File: src/include/iq_macros.svh
`ifndef IQ_MACROS_SVH
`define IQ_MACROS_SVH

// queue geometry
`define IQ_DEPTH    4
`define IQ_DISP_W   4   // dispatch slots per cycle
`define IQ_WAKE_N   4   // alu0, alu1, agu, bru

// instruction field widths
`define IQ_TAG_W    7   // physical register tag
`define IQ_ROB_W    6
`define IQ_OP_W     3

`endif

File: src/hdl/iq_types_pkg.sv
`include "iq_macros.svh"

package iq_types_pkg;

    // physical register tag of a source, destination or broadcast
    typedef logic [`IQ_TAG_W-1:0] preg_tag_t;

    typedef logic [`IQ_ROB_W-1:0] rob_id_t;

    typedef logic [`IQ_OP_W-1:0]  alu_op_t;    // alu function code

endpackage

File: src/hdl/iq_ctrl_pkg.sv
`include "iq_macros.svh"

package iq_ctrl_pkg;

    typedef logic [$clog2(`IQ_DEPTH)-1:0] entry_idx_t;

    // where an entry takes its next state from
    typedef enum logic [2:0] {
        SRC_HOLD  = 3'd0,
        SRC_SHIFT = 3'd1,   // entry above moves down
        SRC_SLOT0 = 3'd2,
        SRC_SLOT1 = 3'd3,
        SRC_SLOT2 = 3'd4,
        SRC_SLOT3 = 3'd5,
        SRC_CLEAR = 3'd6
    } entry_src_t;

endpackage

File: src/hdl/iq_ctrl.sv
`timescale 1ns/1ps
`include "iq_macros.svh"

module iq_ctrl
    import iq_ctrl_pkg::*;
(
    input  logic [`IQ_DEPTH-1:0]        entry_vld,
    input  logic [`IQ_DEPTH-1:0]        entry_ready,
    input  logic [`IQ_DISP_W-1:0]       disp_en,
    input  logic                        stall,
    output logic [`IQ_DEPTH-1:0]        grant,
    output entry_src_t [`IQ_DEPTH-1:0]  entry_sel,
    output logic                        pause
);

    localparam int CNT_W = $clog2(`IQ_DEPTH + 1) + 1;

    logic [`IQ_DEPTH-1:0]   req;
    logic                   has_grant;
    logic                   accept;
    entry_idx_t             grant_idx;
    logic [CNT_W-1:0]       n_vld;
    logic [CNT_W-1:0]       n_keep;
    logic [CNT_W-1:0]       n_need;
    logic [CNT_W-1:0]       room;
    logic [CNT_W-1:0]       slot_pos [`IQ_DISP_W];

    assign req       = entry_vld & entry_ready;
    assign grant     = stall ? '0 : req & (~req + 1'b1);   // lowest index is oldest
    assign has_grant = |grant;

    always_comb begin
        n_vld     = '0;
        grant_idx = '0;
        for (int i = 0; i < `IQ_DEPTH; i++) begin
            n_vld = n_vld + CNT_W'(entry_vld[i]);
            if (grant[i])
                grant_idx = entry_idx_t'(i);
        end
    end

    // valid entries are packed from index 0, so survivors end at n_keep
    assign n_keep = n_vld - CNT_W'(has_grant);
    assign room   = CNT_W'(`IQ_DEPTH) - n_keep;

    // target position of every enabled slot with gaps in disp_en squeezed out
    always_comb begin
        n_need = '0;
        for (int s = 0; s < `IQ_DISP_W; s++) begin
            slot_pos[s] = n_keep + n_need;
            n_need      = n_need + CNT_W'(disp_en[s]);
        end
    end

    assign pause  = n_need > room;
    assign accept = ~pause & ~stall;   // all or nothing

    always_comb begin
        for (int i = 0; i < `IQ_DEPTH; i++) begin
            if (has_grant && entry_idx_t'(i) >= grant_idx)
                entry_sel[i] = (i == `IQ_DEPTH - 1) ? SRC_CLEAR : SRC_SHIFT;
            else
                entry_sel[i] = SRC_HOLD;

            // a load wins over shift or clear at the same position
            for (int s = 0; s < `IQ_DISP_W; s++) begin
                if (accept && disp_en[s] && slot_pos[s] == CNT_W'(i))
                    entry_sel[i] = entry_src_t'(SRC_SLOT0 + s);
            end
        end
    end

endmodule

File: src/hdl/iq_wakeup.sv
`timescale 1ns/1ps
`include "iq_macros.svh"

module iq_wakeup
    import iq_types_pkg::*;
(
    input  preg_tag_t [`IQ_DEPTH-1:0]   entry_src1,
    input  preg_tag_t [`IQ_DEPTH-1:0]   entry_src2,
    input  preg_tag_t [`IQ_WAKE_N-1:0]  wake_tag,
    output logic [`IQ_DEPTH-1:0]        src1_hit,
    output logic [`IQ_DEPTH-1:0]        src2_hit
);

    // hits stay per stored position so a shifting entry can use its own
    always_comb begin
        src1_hit = '0;
        src2_hit = '0;
        for (int i = 0; i < `IQ_DEPTH; i++) begin
            for (int w = 0; w < `IQ_WAKE_N; w++) begin
                if (entry_src1[i] == wake_tag[w])
                    src1_hit[i] = 1'b1;
                if (entry_src2[i] == wake_tag[w])
                    src2_hit[i] = 1'b1;
            end
        end
    end

endmodule

File: src/hdl/iq_entry_array.sv
`timescale 1ns/1ps
`include "iq_macros.svh"

module iq_entry_array
    import iq_types_pkg::*;
    import iq_ctrl_pkg::*;
(
    input  logic                            clk,
    input  logic                            rst_n,
    input  logic                            flush,
    input  entry_src_t [`IQ_DEPTH-1:0]      entry_sel,
    input  logic [`IQ_DEPTH-1:0]            grant,
    input  logic [`IQ_DISP_W-1:0]           disp_src1_rdy,
    input  logic [`IQ_DISP_W-1:0]           disp_src2_rdy,
    input  preg_tag_t [`IQ_DISP_W-1:0]      disp_dest,
    input  preg_tag_t [`IQ_DISP_W-1:0]      disp_src1,
    input  preg_tag_t [`IQ_DISP_W-1:0]      disp_src2,
    input  alu_op_t [`IQ_DISP_W-1:0]        disp_op,
    input  rob_id_t [`IQ_DISP_W-1:0]        disp_rob_id,
    input  logic [`IQ_DEPTH-1:0]            src1_hit,
    input  logic [`IQ_DEPTH-1:0]            src2_hit,
    output logic [`IQ_DEPTH-1:0]            entry_vld,
    output logic [`IQ_DEPTH-1:0]            entry_ready,
    output preg_tag_t [`IQ_DEPTH-1:0]       entry_src1,
    output preg_tag_t [`IQ_DEPTH-1:0]       entry_src2,
    output preg_tag_t [`IQ_DEPTH-1:0]       entry_dest,
    output alu_op_t [`IQ_DEPTH-1:0]         entry_op,
    output rob_id_t [`IQ_DEPTH-1:0]         entry_rob_id
);

    localparam int SLOT_W = $clog2(`IQ_DISP_W);

    logic [`IQ_DEPTH-1:0]   rdy1_q;
    logic [`IQ_DEPTH-1:0]   rdy2_q;
    logic [`IQ_DEPTH-1:0]   vld_d;
    logic [`IQ_DEPTH-1:0]   rdy1_d;
    logic [`IQ_DEPTH-1:0]   rdy2_d;
    logic [`IQ_DEPTH-1:0]   load_en;
    logic [SLOT_W-1:0]      load_slot [`IQ_DEPTH];

    // the top entry has nothing above it
    function automatic int above(input int i);
        return (i < `IQ_DEPTH - 1) ? i + 1 : i;
    endfunction

    always_comb begin
        for (int i = 0; i < `IQ_DEPTH; i++) begin
            load_slot[i] = SLOT_W'(int'(entry_sel[i]) - int'(SRC_SLOT0));
            load_en[i]   = 1'b0;
            vld_d[i]     = entry_vld[i] & ~grant[i];   // granted entry leaves
            rdy1_d[i]    = rdy1_q[i] | src1_hit[i];
            rdy2_d[i]    = rdy2_q[i] | src2_hit[i];
            case (entry_sel[i])
                SRC_SHIFT: begin
                    vld_d[i]  = (i < `IQ_DEPTH - 1) && entry_vld[above(i)];
                    rdy1_d[i] = rdy1_q[above(i)] | src1_hit[above(i)];
                    rdy2_d[i] = rdy2_q[above(i)] | src2_hit[above(i)];
                end
                SRC_SLOT0, SRC_SLOT1, SRC_SLOT2, SRC_SLOT3: begin
                    load_en[i] = 1'b1;
                    vld_d[i]   = 1'b1;
                    rdy1_d[i]  = disp_src1_rdy[load_slot[i]];
                    rdy2_d[i]  = disp_src2_rdy[load_slot[i]];
                end
                SRC_CLEAR: begin
                    vld_d[i]  = 1'b0;
                    rdy1_d[i] = 1'b0;
                    rdy2_d[i] = 1'b0;
                end
                default: ;
            endcase
        end
    end

    always_ff @(posedge clk or negedge rst_n) begin
        if (!rst_n) begin
            entry_vld <= '0;
            rdy1_q    <= '0;
            rdy2_q    <= '0;
        end else if (flush) begin
            entry_vld <= '0;
            rdy1_q    <= '0;
            rdy2_q    <= '0;
        end else begin
            entry_vld <= vld_d;
            rdy1_q    <= rdy1_d;
            rdy2_q    <= rdy2_d;
        end
    end

    always_ff @(posedge clk) begin
        for (int i = 0; i < `IQ_DEPTH; i++) begin
            if (load_en[i]) begin
                entry_src1[i]   <= disp_src1[load_slot[i]];
                entry_src2[i]   <= disp_src2[load_slot[i]];
                entry_dest[i]   <= disp_dest[load_slot[i]];
                entry_op[i]     <= disp_op[load_slot[i]];
                entry_rob_id[i] <= disp_rob_id[load_slot[i]];
            end else if (entry_sel[i] == SRC_SHIFT) begin
                entry_src1[i]   <= entry_src1[above(i)];
                entry_src2[i]   <= entry_src2[above(i)];
                entry_dest[i]   <= entry_dest[above(i)];
                entry_op[i]     <= entry_op[above(i)];
                entry_rob_id[i] <= entry_rob_id[above(i)];
            end
        end
    end

    assign entry_ready = rdy1_q & rdy2_q;

endmodule

File: src/hdl/iq_issue_reg.sv
`timescale 1ns/1ps
`include "iq_macros.svh"

module iq_issue_reg
    import iq_types_pkg::*;
(
    input  logic                        clk,
    input  logic                        rst_n,
    input  logic                        flush,
    input  logic [`IQ_DEPTH-1:0]        grant,
    input  preg_tag_t [`IQ_DEPTH-1:0]   entry_dest,
    input  preg_tag_t [`IQ_DEPTH-1:0]   entry_src1,
    input  preg_tag_t [`IQ_DEPTH-1:0]   entry_src2,
    input  alu_op_t [`IQ_DEPTH-1:0]     entry_op,
    input  rob_id_t [`IQ_DEPTH-1:0]     entry_rob_id,
    output logic                        issue_vld,
    output alu_op_t                     issue_op,
    output preg_tag_t                   issue_dest,
    output preg_tag_t                   issue_src1,
    output preg_tag_t                   issue_src2,
    output rob_id_t                     issue_rob_id
);

    preg_tag_t  sel_dest;
    preg_tag_t  sel_src1;
    preg_tag_t  sel_src2;
    alu_op_t    sel_op;
    rob_id_t    sel_rob_id;

    // and-or mux over a one-hot grant
    always_comb begin
        sel_dest   = '0;
        sel_src1   = '0;
        sel_src2   = '0;
        sel_op     = '0;
        sel_rob_id = '0;
        for (int i = 0; i < `IQ_DEPTH; i++) begin
            sel_dest   = sel_dest   | (entry_dest[i]   & {`IQ_TAG_W{grant[i]}});
            sel_src1   = sel_src1   | (entry_src1[i]   & {`IQ_TAG_W{grant[i]}});
            sel_src2   = sel_src2   | (entry_src2[i]   & {`IQ_TAG_W{grant[i]}});
            sel_op     = sel_op     | (entry_op[i]     & {`IQ_OP_W{grant[i]}});
            sel_rob_id = sel_rob_id | (entry_rob_id[i] & {`IQ_ROB_W{grant[i]}});
        end
    end

    always_ff @(posedge clk or negedge rst_n) begin
        if (!rst_n)
            issue_vld <= 1'b0;
        else if (flush)
            issue_vld <= 1'b0;
        else
            issue_vld <= |grant;   // grant is already zero under stall
    end

    always_ff @(posedge clk) begin
        if (|grant) begin
            issue_dest   <= sel_dest;
            issue_src1   <= sel_src1;
            issue_src2   <= sel_src2;
            issue_op     <= sel_op;
            issue_rob_id <= sel_rob_id;
        end
    end

endmodule

File: src/hdl/iq_top.sv
`timescale 1ns/1ps
`include "iq_macros.svh"

module iq_top
    import iq_types_pkg::*;
    import iq_ctrl_pkg::*;
(
    input  logic                        clk,
    input  logic                        rst_n,
    input  logic                        flush,
    input  logic                        stall,
    input  logic [`IQ_DISP_W-1:0]       disp_en,
    input  logic [`IQ_DISP_W-1:0]       disp_src1_rdy,
    input  logic [`IQ_DISP_W-1:0]       disp_src2_rdy,
    input  preg_tag_t [`IQ_DISP_W-1:0]  disp_dest,
    input  preg_tag_t [`IQ_DISP_W-1:0]  disp_src1,
    input  preg_tag_t [`IQ_DISP_W-1:0]  disp_src2,
    input  alu_op_t [`IQ_DISP_W-1:0]    disp_op,
    input  rob_id_t [`IQ_DISP_W-1:0]    disp_rob_id,
    input  preg_tag_t [`IQ_WAKE_N-1:0]  wake_tag,
    output logic                        pause,
    output logic                        issue_vld,
    output alu_op_t                     issue_op,
    output preg_tag_t                   issue_dest,
    output preg_tag_t                   issue_src1,
    output preg_tag_t                   issue_src2,
    output rob_id_t                     issue_rob_id
);

    logic [`IQ_DEPTH-1:0]       entry_vld;
    logic [`IQ_DEPTH-1:0]       entry_ready;
    logic [`IQ_DEPTH-1:0]       grant;
    entry_src_t [`IQ_DEPTH-1:0] entry_sel;
    logic [`IQ_DEPTH-1:0]       src1_hit;
    logic [`IQ_DEPTH-1:0]       src2_hit;
    preg_tag_t [`IQ_DEPTH-1:0]  entry_src1;
    preg_tag_t [`IQ_DEPTH-1:0]  entry_src2;
    preg_tag_t [`IQ_DEPTH-1:0]  entry_dest;
    alu_op_t [`IQ_DEPTH-1:0]    entry_op;
    rob_id_t [`IQ_DEPTH-1:0]    entry_rob_id;

    iq_ctrl u_ctrl (
        .entry_vld   (entry_vld),
        .entry_ready (entry_ready),
        .disp_en     (disp_en),
        .stall       (stall),
        .grant       (grant),
        .entry_sel   (entry_sel),
        .pause       (pause)
    );

    iq_wakeup u_wakeup (
        .entry_src1 (entry_src1),
        .entry_src2 (entry_src2),
        .wake_tag   (wake_tag),
        .src1_hit   (src1_hit),
        .src2_hit   (src2_hit)
    );

    iq_entry_array u_array (
        .clk           (clk),
        .rst_n         (rst_n),
        .flush         (flush),
        .entry_sel     (entry_sel),
        .grant         (grant),
        .disp_src1_rdy (disp_src1_rdy),
        .disp_src2_rdy (disp_src2_rdy),
        .disp_dest     (disp_dest),
        .disp_src1     (disp_src1),
        .disp_src2     (disp_src2),
        .disp_op       (disp_op),
        .disp_rob_id   (disp_rob_id),
        .src1_hit      (src1_hit),
        .src2_hit      (src2_hit),
        .entry_vld     (entry_vld),
        .entry_ready   (entry_ready),
        .entry_src1    (entry_src1),
        .entry_src2    (entry_src2),
        .entry_dest    (entry_dest),
        .entry_op      (entry_op),
        .entry_rob_id  (entry_rob_id)
    );

    iq_issue_reg u_issue (
        .clk          (clk),
        .rst_n        (rst_n),
        .flush        (flush),
        .grant        (grant),
        .entry_dest   (entry_dest),
        .entry_src1   (entry_src1),
        .entry_src2   (entry_src2),
        .entry_op     (entry_op),
        .entry_rob_id (entry_rob_id),
        .issue_vld    (issue_vld),
        .issue_op     (issue_op),
        .issue_dest   (issue_dest),
        .issue_src1   (issue_src1),
        .issue_src2   (issue_src2),
        .issue_rob_id (issue_rob_id)
    );

endmodule

File: config.mk
export PLATFORM = sky130hd
export DESIGN_NAME = iq_top
export DESIGN_NICKNAME = d
export VERILOG_FILES = /design/src/hdl/iq_types_pkg.sv /design/src/hdl/iq_ctrl_pkg.sv /design/src/hdl/iq_ctrl.sv /design/src/hdl/iq_wakeup.sv /design/src/hdl/iq_entry_array.sv /design/src/hdl/iq_issue_reg.sv /design/src/hdl/iq_top.sv
export VERILOG_INCLUDE_DIRS = /design/src /design/src/include
export SDC_FILE = /design/constraint.sdc
export NUM_CORES = 1
export LEC_CHECK = 0
export ABC_AREA = 1
export BUFFER_PORTS_ARGS = -buffer_cell sky130_fd_sc_hd__buf_4
export CORE_MARGIN = 5
export CORE_UTILIZATION = 30
export CTS_CLUSTER_SIZE = 20
export DETAILED_ROUTE_END_ITERATION = 6
export PLACE_DENSITY = 0.49
export SYNTH_ARGS = -nofsm -noshare
export SYNTH_HDL_FRONTEND = slang
export SYNTH_HIERARCHICAL = 1
export SYNTH_SLANG_ARGS = --single-unit
File: constraint.sdc
create_clock -name clk -period 9.8 [get_ports clk]
set_input_delay 2.94 -clock clk [delete_from_list [all_inputs] [get_ports clk]]
set_output_delay 2.94 -clock clk [all_outputs]
set_load 0.1 [all_outputs]
# Word-level counts from Yosys, hierarchy flattened

Index checks and enable logic that the tools add are counted.

Bitwise gates (word level): 58
Multiplexer cells: 162
Equality and inequality tests: 68
$add $sub $neg: 16
Reductions and logical operators: 37
$lt $le $gt $ge: 9

Operators by type and width:

| cell                                                                   | count |
|---|---|
| 7-bit equality test                                                    | 32 |
| 7-bit two-way mux                                                      | 30 |
| 7-bit binary-select mux with 2-bit select                              | 12 |
| 7-bit bitwise AND                                                      | 12 |
| 3-bit two-way mux                                                      | 21 |
| 7-bit OR                                                               | 9 |
| 6-bit two-way mux                                                      | 10 |
| 1-bit two-way mux                                                      | 49 |
| 6-bit binary-select mux with 2-bit select                              | 4 |
| 3-bit equality test (second input constant)                            | 12 |
| 4-bit by 2-bit equality test with 1-bit output (second input constant) | 8 |
| 1-bit case mux with 3 select lines                                     | 9 |
| 6-bit bitwise AND                                                      | 4 |
| 3-bit binary-select mux with 2-bit select                              | 4 |
| 3-bit by 2-bit equality test with 1-bit output (second input constant) | 8 |
| 1-bit logical AND                                                      | 24 |
| 4-bit by 1-bit adder with 4-bit output                                 | 5 |
| 4-bit OR reduction                                                     | 5 |
| 6-bit OR                                                               | 3 |
| 1-bit binary-select mux with 2-bit select                              | 8 |
| 4-bit by 1-bit equality test with 1-bit output (second input constant) | 4 |
| 4-bit logical NOT                                                      | 4 |
| 2-bit two-way mux                                                      | 8 |
| 4-bit two-way mux                                                      | 4 |
| other kinds (21)                                                       | 61 |

Output and inout bits: 32
Register bits after elaboration: 163
Logic and storage cells: 379

# Logic depth before layout (Yosys ltp)

Gate-level depths: netlist (run 1).

Word-level depth: 23
Depth in mapped cells: 37
Mapped depth without buffers: 36

# Cells and area by module

The synthesis (run 1) kept the hierarchy.

Modules (own cells, without submodules):

| module         | cells an instance | sequential area each (sq um) | times used | area an instance (sq um) |
|---|---|---|---|---|
| iq_entry_array | 1287              | 3903.7                       | 1          | 8787.2 |
| iq_wakeup      | 846               | 0.0                          | 1          | 3726.1 |
| iq_issue_reg   | 317               | 925.9                        | 1          | 2015.7 |
| iq_ctrl        | 207               | 0.0                          | 1          | 1206.2 |

# Least setup slack after synthesis (run 1)

Ideal clock, no wire load.

Path kind: input to output
From: input port stall
To: output port pause
Slack: 0.548 ns
Cell stages on the path: 17
Path buffers: 0
Arrival time: 6.312 ns
Required time: 6.860 ns
Cells stage by stage: a31oi_1 ha_1 fa_1 inv_1 ha_1 inv_2 fa_1 inv_1 o21ai_0 xor2_1 ha_1 nand2_1 inv_2 nand2_1 nand2_1 nand2_2 inv_1

Longest elaborated chain between the ends: 5

Ends and longest elaborated chain:

| element                                     | RTL line      | source |
|---|---|---|
| start, declared                             | iq_top.sv:11  | `input logic stall,` |
| 4-bit two-way mux                           | iq_ctrl.sv:29 | `assign grant = stall ? '0 : req & (~req + 1'b1);` |
| 4-bit OR reduction                          | iq_ctrl.sv:30 | `assign has_grant = \|grant;` |
| 4-bit by 1-bit subtractor with 4-bit output | iq_ctrl.sv:43 | `assign n_keep = n_vld - CNT_W'(has_grant);` |
| 3-bit by 4-bit subtractor with 4-bit output | iq_ctrl.sv:44 | `` assign room = CNT_W'(`IQ_DEPTH) - n_keep; `` |
| 4-bit greater-than comparator               | iq_ctrl.sv:55 | `assign pause = n_need > room;` |
| end, declared                               | iq_top.sv:21  | `output logic pause,` |

Every way passes these cells.

# Worst setup path in the final report (run 1)

Same ends and word-level chain as after synthesis.

==> impl_metrics.json, run 1 <==
{
  "detail_route.wirelength_mm": 69.8,
  "synth_sequential_area_ratio_pct": 30.7,
  "max_cap_viols": 0,
  "worstPathRequired_ns": 6.86,
  "timing.max_slew.rel_slack_pct": 34.6,
  "post_synth_xor_area_fraction_pct": 3.73,
  "mappedNetlistArea_sq_um": 15700,
  "postCtsHoldBufs": 0,
  "initial_utilization_pct": 30.1,
  "drt_drc_violations_left": 0,
  "synth.cells.most_frequent": "sky130_fd_sc_hd__nand2_1, sky130_fd_sc_hd__nor2_1, sky130_fd_sc_hd__inv_1, sky130_fd_sc_hd__edfxtp_1, sky130_fd_sc_hd__nand4_1",
  "yosys.area_share.simple_pct": 48.8,
  "floorplan.rows": 84,
  "async_flop_share_pct": 7.98,
  "gp_routability_congestion": 0.909,
  "count_of_flip_flops_with_a_built_in_enable_after_synthesis": 150,
  "ant_nets_after_route": 0,
  "synth_seq_cells": 163,
  "core_area_sq_um": 52200,
  "syn_nets": 2849,
  "yosys.cell_types.count": 35,
  "final.min_clock_period_ns": 9.43,
  "numPlacedInstances": 3448,
  "fin_cells": 3480,
  "clk_path_buf_depth": 2,
  "grt_max_degree": 68,
  "total_setup_buffers_inserted_after_cts": 0,
  "avgViaCountPerCell": 5.12,
  "dr.pass1.iters": 7,
  "worst-r2r-setup-slack_ns": 3.26,
  "cts.htree.levels": 4,
  "synth_top_cell_by_area": "sky130_fd_sc_hd__nand2_1",
  "hold_viol_final": 0,
  "critPathLaunchType": "input pin",
  "synthesized_area_fraction_occupied_by_adder_cells_pct": 2.51,
  "io_buffer_count": 195,
  "finalSetupViolations": 0,
  "dominant_combinational_cell_family_by_area_after_synthesis": "simple AND/OR/NAND/NOR gates",
  "complex_gate_fraction_of_the_synthesized_area_pct": 4.15,
  "avgSynthCellArea_sq_um": 5.92,
  "power_density_nw_per_um2": 366,
  "dieArea_sq_um": 57100,
  "cp.arrival_ns": 6.49,
  "path_clk_slew_ns": 0.08,
  "cts_num_sinks": 163,
  "dp_hpwl_mm": 48.9,
  "cts_root_buf": "sky130_fd_sc_hd__clkbuf_16",
  "tightestPinTransition_ns": 0.978,
  "most_area_consuming_cells_after_synthesis": "sky130_fd_sc_hd__nand2_1, sky130_fd_sc_hd__edfxtp_1, sky130_fd_sc_hd__nor2_1",
  "timing.final.max_slew_violations": 0,
  "antennaDiodeCount": 0,
  "grt_remaining_overflow": 0,
  "drive_above_1_share_pct": 12.0,
  "crit_family": "adder cells",
  "max_freq_mhz": 106,
  "cts_tree": "yes",
  "final.setup.tns_ns": 0,
  "antenna_found_initial": 1,
  "synth_flop_cell": "sky130_fd_sc_hd__edfxtp_1",
  "post_synth_inst_count": 2657,
  "vias": 17800,
  "cts_made_buffers": 17,
  "post-synth-top-count-cell": "sky130_fd_sc_hd__nand2_1",
  "critPathBufInv": 7,
  "floorplan.die.height_microns": 239,
  "clkLatencyLatePin_ns": 0.48,
  "peakVddDrop_mv": 0.319,
  "timing.critical_path.slowest_cell_delay_ns": 0.62,
  "category_of_the_critical_setup_timing_path": "input pin to output port",
  "rsz0062_at_grt": "false",
  "timing.hold.worst.class": "register to register",
  "endpoint_kind": "output port",
  "worstPathCellList": "buf_4, a31oi_1, ha_1, fa_1, inv_1, ha_1, inv_2, fa_1, inv_1, o21ai_0, xor2_1, ha_1, nand2_1, inv_2, nand3_1, nand2_2, inv_1, buf_4",
  "wl_per_cell_microns": 20.1,
  "first_global_vias": 16800,
  "synth-warning-count": 6,
  "all_layer_global_routing_usage_pct": 23.8,
  "chipWidth_microns": 239,
  "post-synth-top-area-fraction_pct": 35.4,
  "syn2layout_area_growth_pct": 16.0,
  "period_share_pct": 96.2,
  "post_cts_resized": 0,
  "violation_count_after_the_first_detailed_route_iteration": 1541,
  "global_route_wire_length_before_repair_mm": 103,
  "run_status": "finished, final reports clean",
  "critPathSlowestCell": "sky130_fd_sc_hd__fa_1",
  "muxShareOfSynthArea_pct": 0,
  "clock-skew-final_ns": 0.0146,
  "final_nets": 2971,
  "leakage_nw": 9.00,
  "cp_max_fo": 8,
  "boundaryPins": 196
}
## layout by cell type (no fill, tap or decap), types with 19 or more instances in the layout
master | netlist | layout
sky130_fd_sc_hd__inv_2 | 22 | 22
sky130_fd_sc_hd__nand3_1 | 82 | 82
sky130_fd_sc_hd__inv_1 | 181 | 181
sky130_fd_sc_hd__nand2_1 | 1483 | 1479
sky130_fd_sc_hd__buf_4 | 24 | 228
sky130_fd_sc_hd__edfxtp_1 | 150 | 150
sky130_fd_sc_hd__inv_4 | 19 | 19
sky130_fd_sc_hd__xnor2_1 | 65 | 65
sky130_fd_sc_hd__ha_1 | 22 | 22
sky130_fd_sc_hd__nand4_1 | 96 | 96
sky130_fd_sc_hd__o22ai_1 | 30 | 30
sky130_fd_sc_hd__nor2_1 | 238 | 229
sky130_fd_sc_hd__o21ai_0 | 74 | 74
## cells by family (layout without fill, tap and decap cells)
group / Yosys count / in the layout
buffers and inverters: 350 / 485
flip-flops: 163 / 163
AND/OR/NAND/NOR: 1928 / 1928
AO/OA/AOI/OAI: 121 / 121
adder cells (fa/ha/maj): 28 / 28
XOR/XNOR: 67 / 67
## layer usage
metal | part of all wire [%] | up-vias | global-route usage, %
met2 | 47 | 866 | 39.6
li1 | - | 8522 | -
met1 | 42 | 8280 | 31.5
met5 | 0 | - | 0
met4 | 3.4 | 0 | 8.51
met3 | 7.4 | 141 | 3.62
## where the power goes
group	total (mW)	switching [mW]	internal (mW)	leakage [nW]
registers	1.79	0.395	1.40	1.57
logic	4.19	2.96	1.23	7.14
clock network	0.694	0.337	0.358	0.281
total	6.68	3.70	2.98	9.00
## registers in the layout, indices dropped and copies added, names as in the netlist
| register | count |
|---|---|
| u_array/rdy2_q | 4 |
| u_array/entry_vld | 4 |
| u_array/rdy1_q | 4 |
| u_issue/issue_rob_id | 6 |
| u_array/entry_src2 | 28 |
| u_array/entry_dest | 28 |
| u_issue/issue_src1 | 7 |
| u_issue/issue_src2 | 7 |
| u_array/entry_src1 | 28 |
| u_issue/issue_vld | 1 |
| u_array/entry_rob_id | 24 |
| u_issue/issue_op | 3 |
| u_array/entry_op | 12 |
| u_issue/issue_dest | 7 |
## per-stage QoR
| stage | util [%] | setup slack, ns | power (mW) | instance area (sq um) | hold WS (ns) |
|---|---|---|---|---|---|
| 2_1_floorplan | - | 0.548 | 4.41 | 15700 | 0.520 |
| 3_3_place_gp | 33.9 | 0.402 | 5.88 | 17700 | 0.529 |
| 3_5_place_dp | 33.9 | 0.385 | 5.93 | 17700 | 0.534 |
| 4_1_cts | 34.9 | 0.342 | 6.65 | 18300 | 0.550 |
| 5_1_grt | 34.9 | 0.0442 | 7.18 | 18300 | 0.565 |
| 6_report | 34.9 | 0.371 | 6.68 | 18300 | 0.541 |
## worst register-to-register path, delay by kind of cell, from the launching register on
family | cells | cell delay (ns)
adders and majority gates | 5 | 1.76
xor gates and xnor gates | 1 | 0.18
and+or+nand+nor | 13 | 2.32
DFF | 1 | 0.46
AOI/OAI and AO/OA | 2 | 0.48
buffers and inverters | 8 | 1.12
## cell type report
type | instances | area [sq um]
multi-input combinational | 2144 | 9360
tap | 688 | 861
clock buffer | 18 | 429
inverter | 223 | 885
clock inverter | 14 | 141
sequential | 163 | 4830
timing repair buffer | 230 | 1750
fill | 5683 | 34000
## worst paths after layout
path,from,end,cells after the start
max,stall,pause,18
min,u_array/entry_op[10],u_array/entry_op[7],2
min reg2reg,u_array/entry_op[10],u_array/entry_op[7],2
min in group asynchronous,rst_n,u_array/rdy2_q[3],1
max reg2reg,u_array/entry_vld[0],u_array/entry_rob_id[17],29
max in group asynchronous,rst_n,u_array/entry_vld[2],1
Note: power is estimated with default switching activity, not from simulation.
==> run 2: changes to the inputs <==
SYNTH_HIERARCHICAL = default   (was 1)
==> run 2 against run 1 <==
  * Highest routed layer unchanged
  * Area after synthesis shrank 2.8%
  * Cell count fell by 15%
  * Setup slack better by 0.057 ns
  * Clock skew shrank 0.00069 ns
==> impl_metrics.json, run 2 <==
{
  "run_status": "finished, final reports clean",
  "post-synth-top-area-fraction_pct": 29.5,
  "layout.filler_cells": 5451,
  "avgSynthCellArea_sq_um": 6.88,
  "floorplan.die.height_microns": 236,
  "worstPathRequired_ns": 6.86,
  "most_common_cell_after_layout_fill_and_taps_aside": "sky130_fd_sc_hd__nand2_1",
  "total_setup_buffers_inserted_after_cts": 0,
  "timing.final.max_slew_violations": 0,
  "floorplan.rows": 82,
  "cp.arrival_ns": 6.43,
  "clk_path_buf_depth": 2,
  "synth.cells.most_frequent": "sky130_fd_sc_hd__nand2_1, sky130_fd_sc_hd__nand3_1, sky130_fd_sc_hd__nor2_1, sky130_fd_sc_hd__inv_1, sky130_fd_sc_hd__edfxtp_1",
  "violation_count_after_the_first_detailed_route_iteration": 2232,
  "largestRegisters": "u_array.entry_dest x28, u_array.entry_src1 x28, u_array.entry_src2 x28",
  "worst-r2r-setup-slack_ns": 3.08,
  "timing.max_slew.rel_slack_pct": 23.2,
  "synth_flop_cell": "sky130_fd_sc_hd__edfxtp_1",
  "synth_top_cell_by_area": "sky130_fd_sc_hd__edfxtp_1",
  "timing.rr.end": "u_array.entry_vld[0]",
  "leakage_nw": 7.59,
  "synth_sequential_area_ratio_pct": 31.6,
  "chipWidth_microns": 236,
  "postCtsHoldBufs": 0,
  "post-synth-top-count-cell": "sky130_fd_sc_hd__nand2_1",
  "most-common-layout-cells": "sky130_fd_sc_hd__nand2_1, sky130_fd_sc_hd__nand3_1, sky130_fd_sc_hd__buf_4",
  "cp_max_fo": 9,
  "cts_num_sinks": 163,
  "final.min_clock_period_ns": 9.37,
  "peakVddDrop_mv": 0.327,
  "category_of_the_critical_setup_timing_path": "input pin to output port",
  "final_nets": 2467,
  "avgViaCountPerCell": 5.57,
  "wl_per_cell_microns": 24.7,
  "layout.area.seq_sq_um": 4830,
  "path_clk_slew_ns": 0.08,
  "tightestPinTransition_ns": 1.15,
  "cts.htree.levels": 4,
  "endpoint_kind": "output port",
  "cts_root_buf": "sky130_fd_sc_hd__clkbuf_16",
  "post_synth_inst_count": 2223,
  "finalSetupViolations": 0,
  "max_freq_mhz": 107,
  "synth_seq_cells": 163,
  "placed_cell_area_sq_um": 17100,
  "grt_max_degree": 68,
  "grt_remaining_overflow": 0,
  "core_area_sq_um": 50300,
  "dieArea_sq_um": 55600,
  "boundaryPins": 196,
  "mappedNetlistArea_sq_um": 15300,
  "worst_hold_slack_ns": 0.552,
  "all_layer_global_routing_usage_pct": 25.4,
  "cts_tree": "yes",
  "post_cts_resized": 0,
  "multiInputGateArea_sq_um": 9010,
  "r2r-start": "u_array.rdy2_q[0]",
  "detail_route.wirelength_mm": 73.2,
  "max_cap_viols": 0,
  "ant_nets_after_route": 0,
  "synth-warning-count": 0,
  "met3RoutedLength_mm": 6.73,
  "drt_drc_violations_left": 0,
  "global_route_wire_length_before_repair_mm": 108,
  "drive_above_1_share_pct": 13.6,
  "initial_utilization_pct": 30.4,
  "async_flop_share_pct": 7.98,
  "hold_path_end": "u_array.entry_dest[4]",
  "count_of_flip_flops_with_a_built_in_enable_after_synthesis": 150,
  "power_density_nw_per_um2": 386,
  "io_buffer_count": 195,
  "rsz0062_at_grt": "false",
  "most_area_consuming_cells_after_synthesis": "sky130_fd_sc_hd__edfxtp_1, sky130_fd_sc_hd__nand3_1, sky130_fd_sc_hd__nand2_1",
  "clkLatencyLatePin_ns": 0.48,
  "wl_met2_mm": 33.7,
  "area_of_all_placed_cells_without_fillers_sq_um": 17700,
  "first_global_vias": 15900,
  "m1_wire_length_mm": 30.3,
  "hold_viol_final": 0,
  "critPathLaunchType": "input pin",
  "yosys.cell_types.count": 38,
  "period_share_pct": 95.6,
  "final.setup.tns_ns": 0,
  "antennaDiodeCount": 0,
  "cts_made_buffers": 17,
  "utilization_pct": 35.1,
  "dp_hpwl_mm": 49.2,
  "timing.hold.worst.class": "register to register",
  "dr.pass1.iters": 7,
  "antenna_found_initial": 1,
  "gp_routability_congestion": 0.915,
  "syn_nets": 2415,
  "vias": 16500,
  "reg2reg_depth": 29,
  "syn2layout_area_growth_pct": 15.5,
  "worst_hold_path.num_cells": 2,
  "topRoutingLayerUsed": "met4",
  "holdCritStartpoint": "u_array.entry_dest[11]",
  "clock-skew-final_ns": 0.0139
}
[run 2: kinds of logic after synthesis]
family	after synthesis	synth area share, %
flops	163	31.6
xor+xnor	218	12.5
compound gates	191	6.98
buf+inv	365	9.82
fa+ha+maj	28	2.59
simple gates	1258	36.5
[run 2: report_power, final]
group	leakage [nW]	switching, mW	internal, mW	total [mW]
Sequential	1.60	0.463	1.39	1.85
Combinational	5.71	2.95	1.28	4.23
Clock	0.284	0.346	0.383	0.729
[run 2: final cells by class]
cell class	count	area share, %
Sequential cell	163	27.4
Inverter	168	3.59
Clock inverter	15	0.957
Clock buffer	17	2.41
Timing Repair Buffer	230	9.92
Tap cell	672	4.76
Multi-Input combinational cell	1695	51.0
[run 2: routing by layer]
metal / GRT usage (%) / vias to the layer above
met3: 4.19 / 186
met1: 34.4 / 7846
met5: 0 / -
li1: - / 7441
met4: 8.04 / 0
met2: 41.6 / 1017
[run 2: how the worst max path moves through the flow]
stage           from     to  slack, ns  cells after the start
3_3_place_gp   stall  pause       0.51                     20
3_5_place_dp   stall  pause       0.41                     20
2_1_floorplan  stall  pause       0.09                     18
4_1_cts        stall  pause       0.40                     20
5_1_grt        stall  pause       0.06                     18
6_report       stall  pause       0.43                     20
[run 2: per-stage QoR]
stage | total power [mW] | setup slack, ns | std cells
2_1_floorplan | 4.55 | 0.0884 | 2223
3_3_place_gp | 5.95 | 0.507 | 2928
3_5_place_dp | 5.98 | 0.410 | 2928
4_1_cts | 6.72 | 0.403 | 2960
5_1_grt | 7.26 | 0.0614 | 2960
6_report | 6.81 | 0.428 | 2960
[run 2: critical path, cell delays in order]
cell and delay (ns):
sky130_fd_sc_hd__buf_4 0.14, sky130_fd_sc_hd__inv_2 0.13, sky130_fd_sc_hd__nand4_1 0.20, sky130_fd_sc_hd__nand2_2 0.13, sky130_fd_sc_hd__ha_1 0.22, sky130_fd_sc_hd__inv_1 0.06
sky130_fd_sc_hd__fa_1 0.23, sky130_fd_sc_hd__inv_1 0.09, sky130_fd_sc_hd__fa_1 0.65, sky130_fd_sc_hd__inv_1 0.20, sky130_fd_sc_hd__o21ai_0 0.24, sky130_fd_sc_hd__xor2_1 0.19
sky130_fd_sc_hd__ha_1 0.26, sky130_fd_sc_hd__nand2_1 0.06, sky130_fd_sc_hd__inv_1 0.05, sky130_fd_sc_hd__nand2_1 0.05, sky130_fd_sc_hd__nand2_1 0.06, sky130_fd_sc_hd__nand2_2 0.17
sky130_fd_sc_hd__clkinvlp_4 0.10, sky130_fd_sc_hd__buf_4 0.23
==> run 3: changes to the inputs <==
PLACE_DENSITY = default   (was 0.49)
==> run 3 against run 2 <==
  * Core utilization is 0.094 points lower
  * Clock power up 0.5%
  * Fmax is essentially flat
  * Hold slack worse by 0.0035 ns
  * Via count increased by 0.95%
  * Sequential share of layout area is 0.074 points higher
  * Clock skew up 0.00077 ns
  * Cell area decreased by 0.27%
==> impl_metrics.json, run 3 (synthesis results as in run 2) <==
{
  "run_status": "finished, final reports clean",
  "dr.pass1.iters": 6,
  "utilization_pct": 35.0,
  "global_route_wire_length_before_repair_mm": 103,
  "initial_utilization_pct": 30.4,
  "timing.hold.worst.class": "register to register",
  "antennaDiodeCount": 0,
  "cts_tree": "yes",
  "worstPathRequired_ns": 6.86,
  "largestRegisters": "u_array.entry_dest x28, u_array.entry_src1 x28, u_array.entry_src2 x28",
  "layout.filler_cells": 5368,
  "drive_above_1_share_pct": 13.4,
  "cts_num_sinks": 163,
  "period_share_pct": 95.7,
  "timing.final.max_slew_violations": 0,
  "max_cap_viols": 0,
  "grt_remaining_overflow": 0,
  "dp_hpwl_mm": 47.5,
  "finalSetupViolations": 0,
  "cp.arrival_ns": 6.44,
  "clkLatencyLatePin_ns": 0.47,
  "timing.max_slew.rel_slack_pct": 13.5,
  "cts_root_buf": "sky130_fd_sc_hd__clkbuf_16",
  "violation_count_after_the_first_detailed_route_iteration": 2650,
  "most_common_cell_after_layout_fill_and_taps_aside": "sky130_fd_sc_hd__nand2_1",
  "endpoint_kind": "output port",
  "first_global_vias": 15700,
  "max_freq_mhz": 107,
  "worst_hold_slack_ns": 0.548,
  "floorplan.rows": 82,
  "cts_made_buffers": 17,
  "syn2layout_area_growth_pct": 15.2,
  "power_density_nw_per_um2": 380,
  "final.min_clock_period_ns": 9.38,
  "most-common-layout-cells": "sky130_fd_sc_hd__nand2_1, sky130_fd_sc_hd__nand3_1, sky130_fd_sc_hd__buf_4",
  "all_layer_global_routing_usage_pct": 24.1,
  "post_cts_resized": 0,
  "peakVddDrop_mv": 0.390,
  "cp_max_fo": 9,
  "hold_viol_final": 0,
  "clk_path_buf_depth": 2,
  "fin_cells": 2955,
  "leakage_nw": 7.56,
  "drt_drc_violations_left": 0,
  "floorplan.die.height_microns": 236,
  "final.setup.tns_ns": 0,
  "chipWidth_microns": 236,
  "core_area_sq_um": 50300,
  "rsz0062_at_grt": "false",
  "gp_routability_congestion": 0.954,
  "avgViaCountPerCell": 5.63,
  "dieArea_sq_um": 55600,
  "final_nets": 2462,
  "ant_nets_after_route": 0,
  "total_setup_buffers_inserted_after_cts": 0,
  "cts.htree.levels": 4,
  "clock-skew-final_ns": 0.0147,
  "io_buffer_count": 195,
  "numPlacedInstances": 2923,
  "antenna_found_initial": 0,
  "vias": 16600,
  "wl_per_cell_microns": 23.9,
  "critPathLaunchType": "input pin",
  "path_clk_slew_ns": 0.07,
  "tightestPinTransition_ns": 1.30,
  "fin_total_pwr_mw": 6.70,
  "grt_max_degree": 68,
  "boundaryPins": 196,
  "detail_route.wirelength_mm": 70.7,
  "postCtsHoldBufs": 0,
  "category_of_the_critical_setup_timing_path": "input pin to output port"
}
-- run 3: final timing paths --
check | from | endpoint | slack [ns] | cells past startpoint
setup reg to reg | u_array.rdy2_q[0] | u_array.entry_src2[3] | 3.19 | 30
min in group asynchronous | rst_n | u_array.rdy2_q[2] | 2.32 | 1
max in group asynchronous | rst_n | u_array.rdy2_q[1] | 7.29 | 1
hold / removal | u_array.entry_rob_id[6] | u_array.entry_rob_id[0] | 0.55 | 2
hold reg to reg | u_array.entry_rob_id[6] | u_array.entry_rob_id[0] | 0.55 | 2
setup / recovery | stall | pause | 0.42 | 20
-- run 3: report_power, final --
part           leakage (nW)  internal [mW]  switching (mW)
registers              1.60           1.39           0.461
logic                  5.68           1.24            2.88
clock network         0.285          0.406           0.328
total                  7.56           3.03            3.67
-- run 3: area by class of cell --
type	count	area, sq um	share of cell area, %
timing repair buffer	225	1690	9.59
inverter	168	634	3.60
tap	672	841	4.77
multi-input combinational	1695	9010	51.2
clock inverter	13	171	0.973
sequential	163	4830	27.4
clock buffer	19	433	2.46
-- run 3: worst max-delay path, cell delays in order --
cell,delay [ns]
sky130_fd_sc_hd__buf_4,0.14
sky130_fd_sc_hd__inv_2,0.13
sky130_fd_sc_hd__nand4_1,0.22
sky130_fd_sc_hd__nand2_2,0.15
sky130_fd_sc_hd__ha_1,0.23
sky130_fd_sc_hd__inv_1,0.07
sky130_fd_sc_hd__fa_1,0.22
sky130_fd_sc_hd__inv_1,0.09
sky130_fd_sc_hd__fa_1,0.65
sky130_fd_sc_hd__inv_1,0.19
sky130_fd_sc_hd__o21ai_0,0.23
sky130_fd_sc_hd__xor2_1,0.18
sky130_fd_sc_hd__ha_1,0.26
sky130_fd_sc_hd__nand2_1,0.06
sky130_fd_sc_hd__inv_1,0.05
sky130_fd_sc_hd__nand2_1,0.06
sky130_fd_sc_hd__nand2_1,0.06
sky130_fd_sc_hd__nand2_2,0.17
sky130_fd_sc_hd__clkinvlp_4,0.10
sky130_fd_sc_hd__buf_4,0.23
-- run 3: through the flow --
stage	area, sq um	worst slack [ns]
6_report	17600	0.422
5_1_grt	17600	0.102
4_1_cts	17600	0.405
3_5_place_dp	17000	0.419
3_3_place_gp	17000	0.481
2_1_floorplan	15300	0.0884
-- run 3: routing by layer --
layer	global-route usage, %	share of wire (%)	vias up
met5	0	0	-
met4	8.71	3.8	0
met3	4.81	12	225
met2	38.1	45	1205
met1	32.9	40	7790
li1	-	-	7426
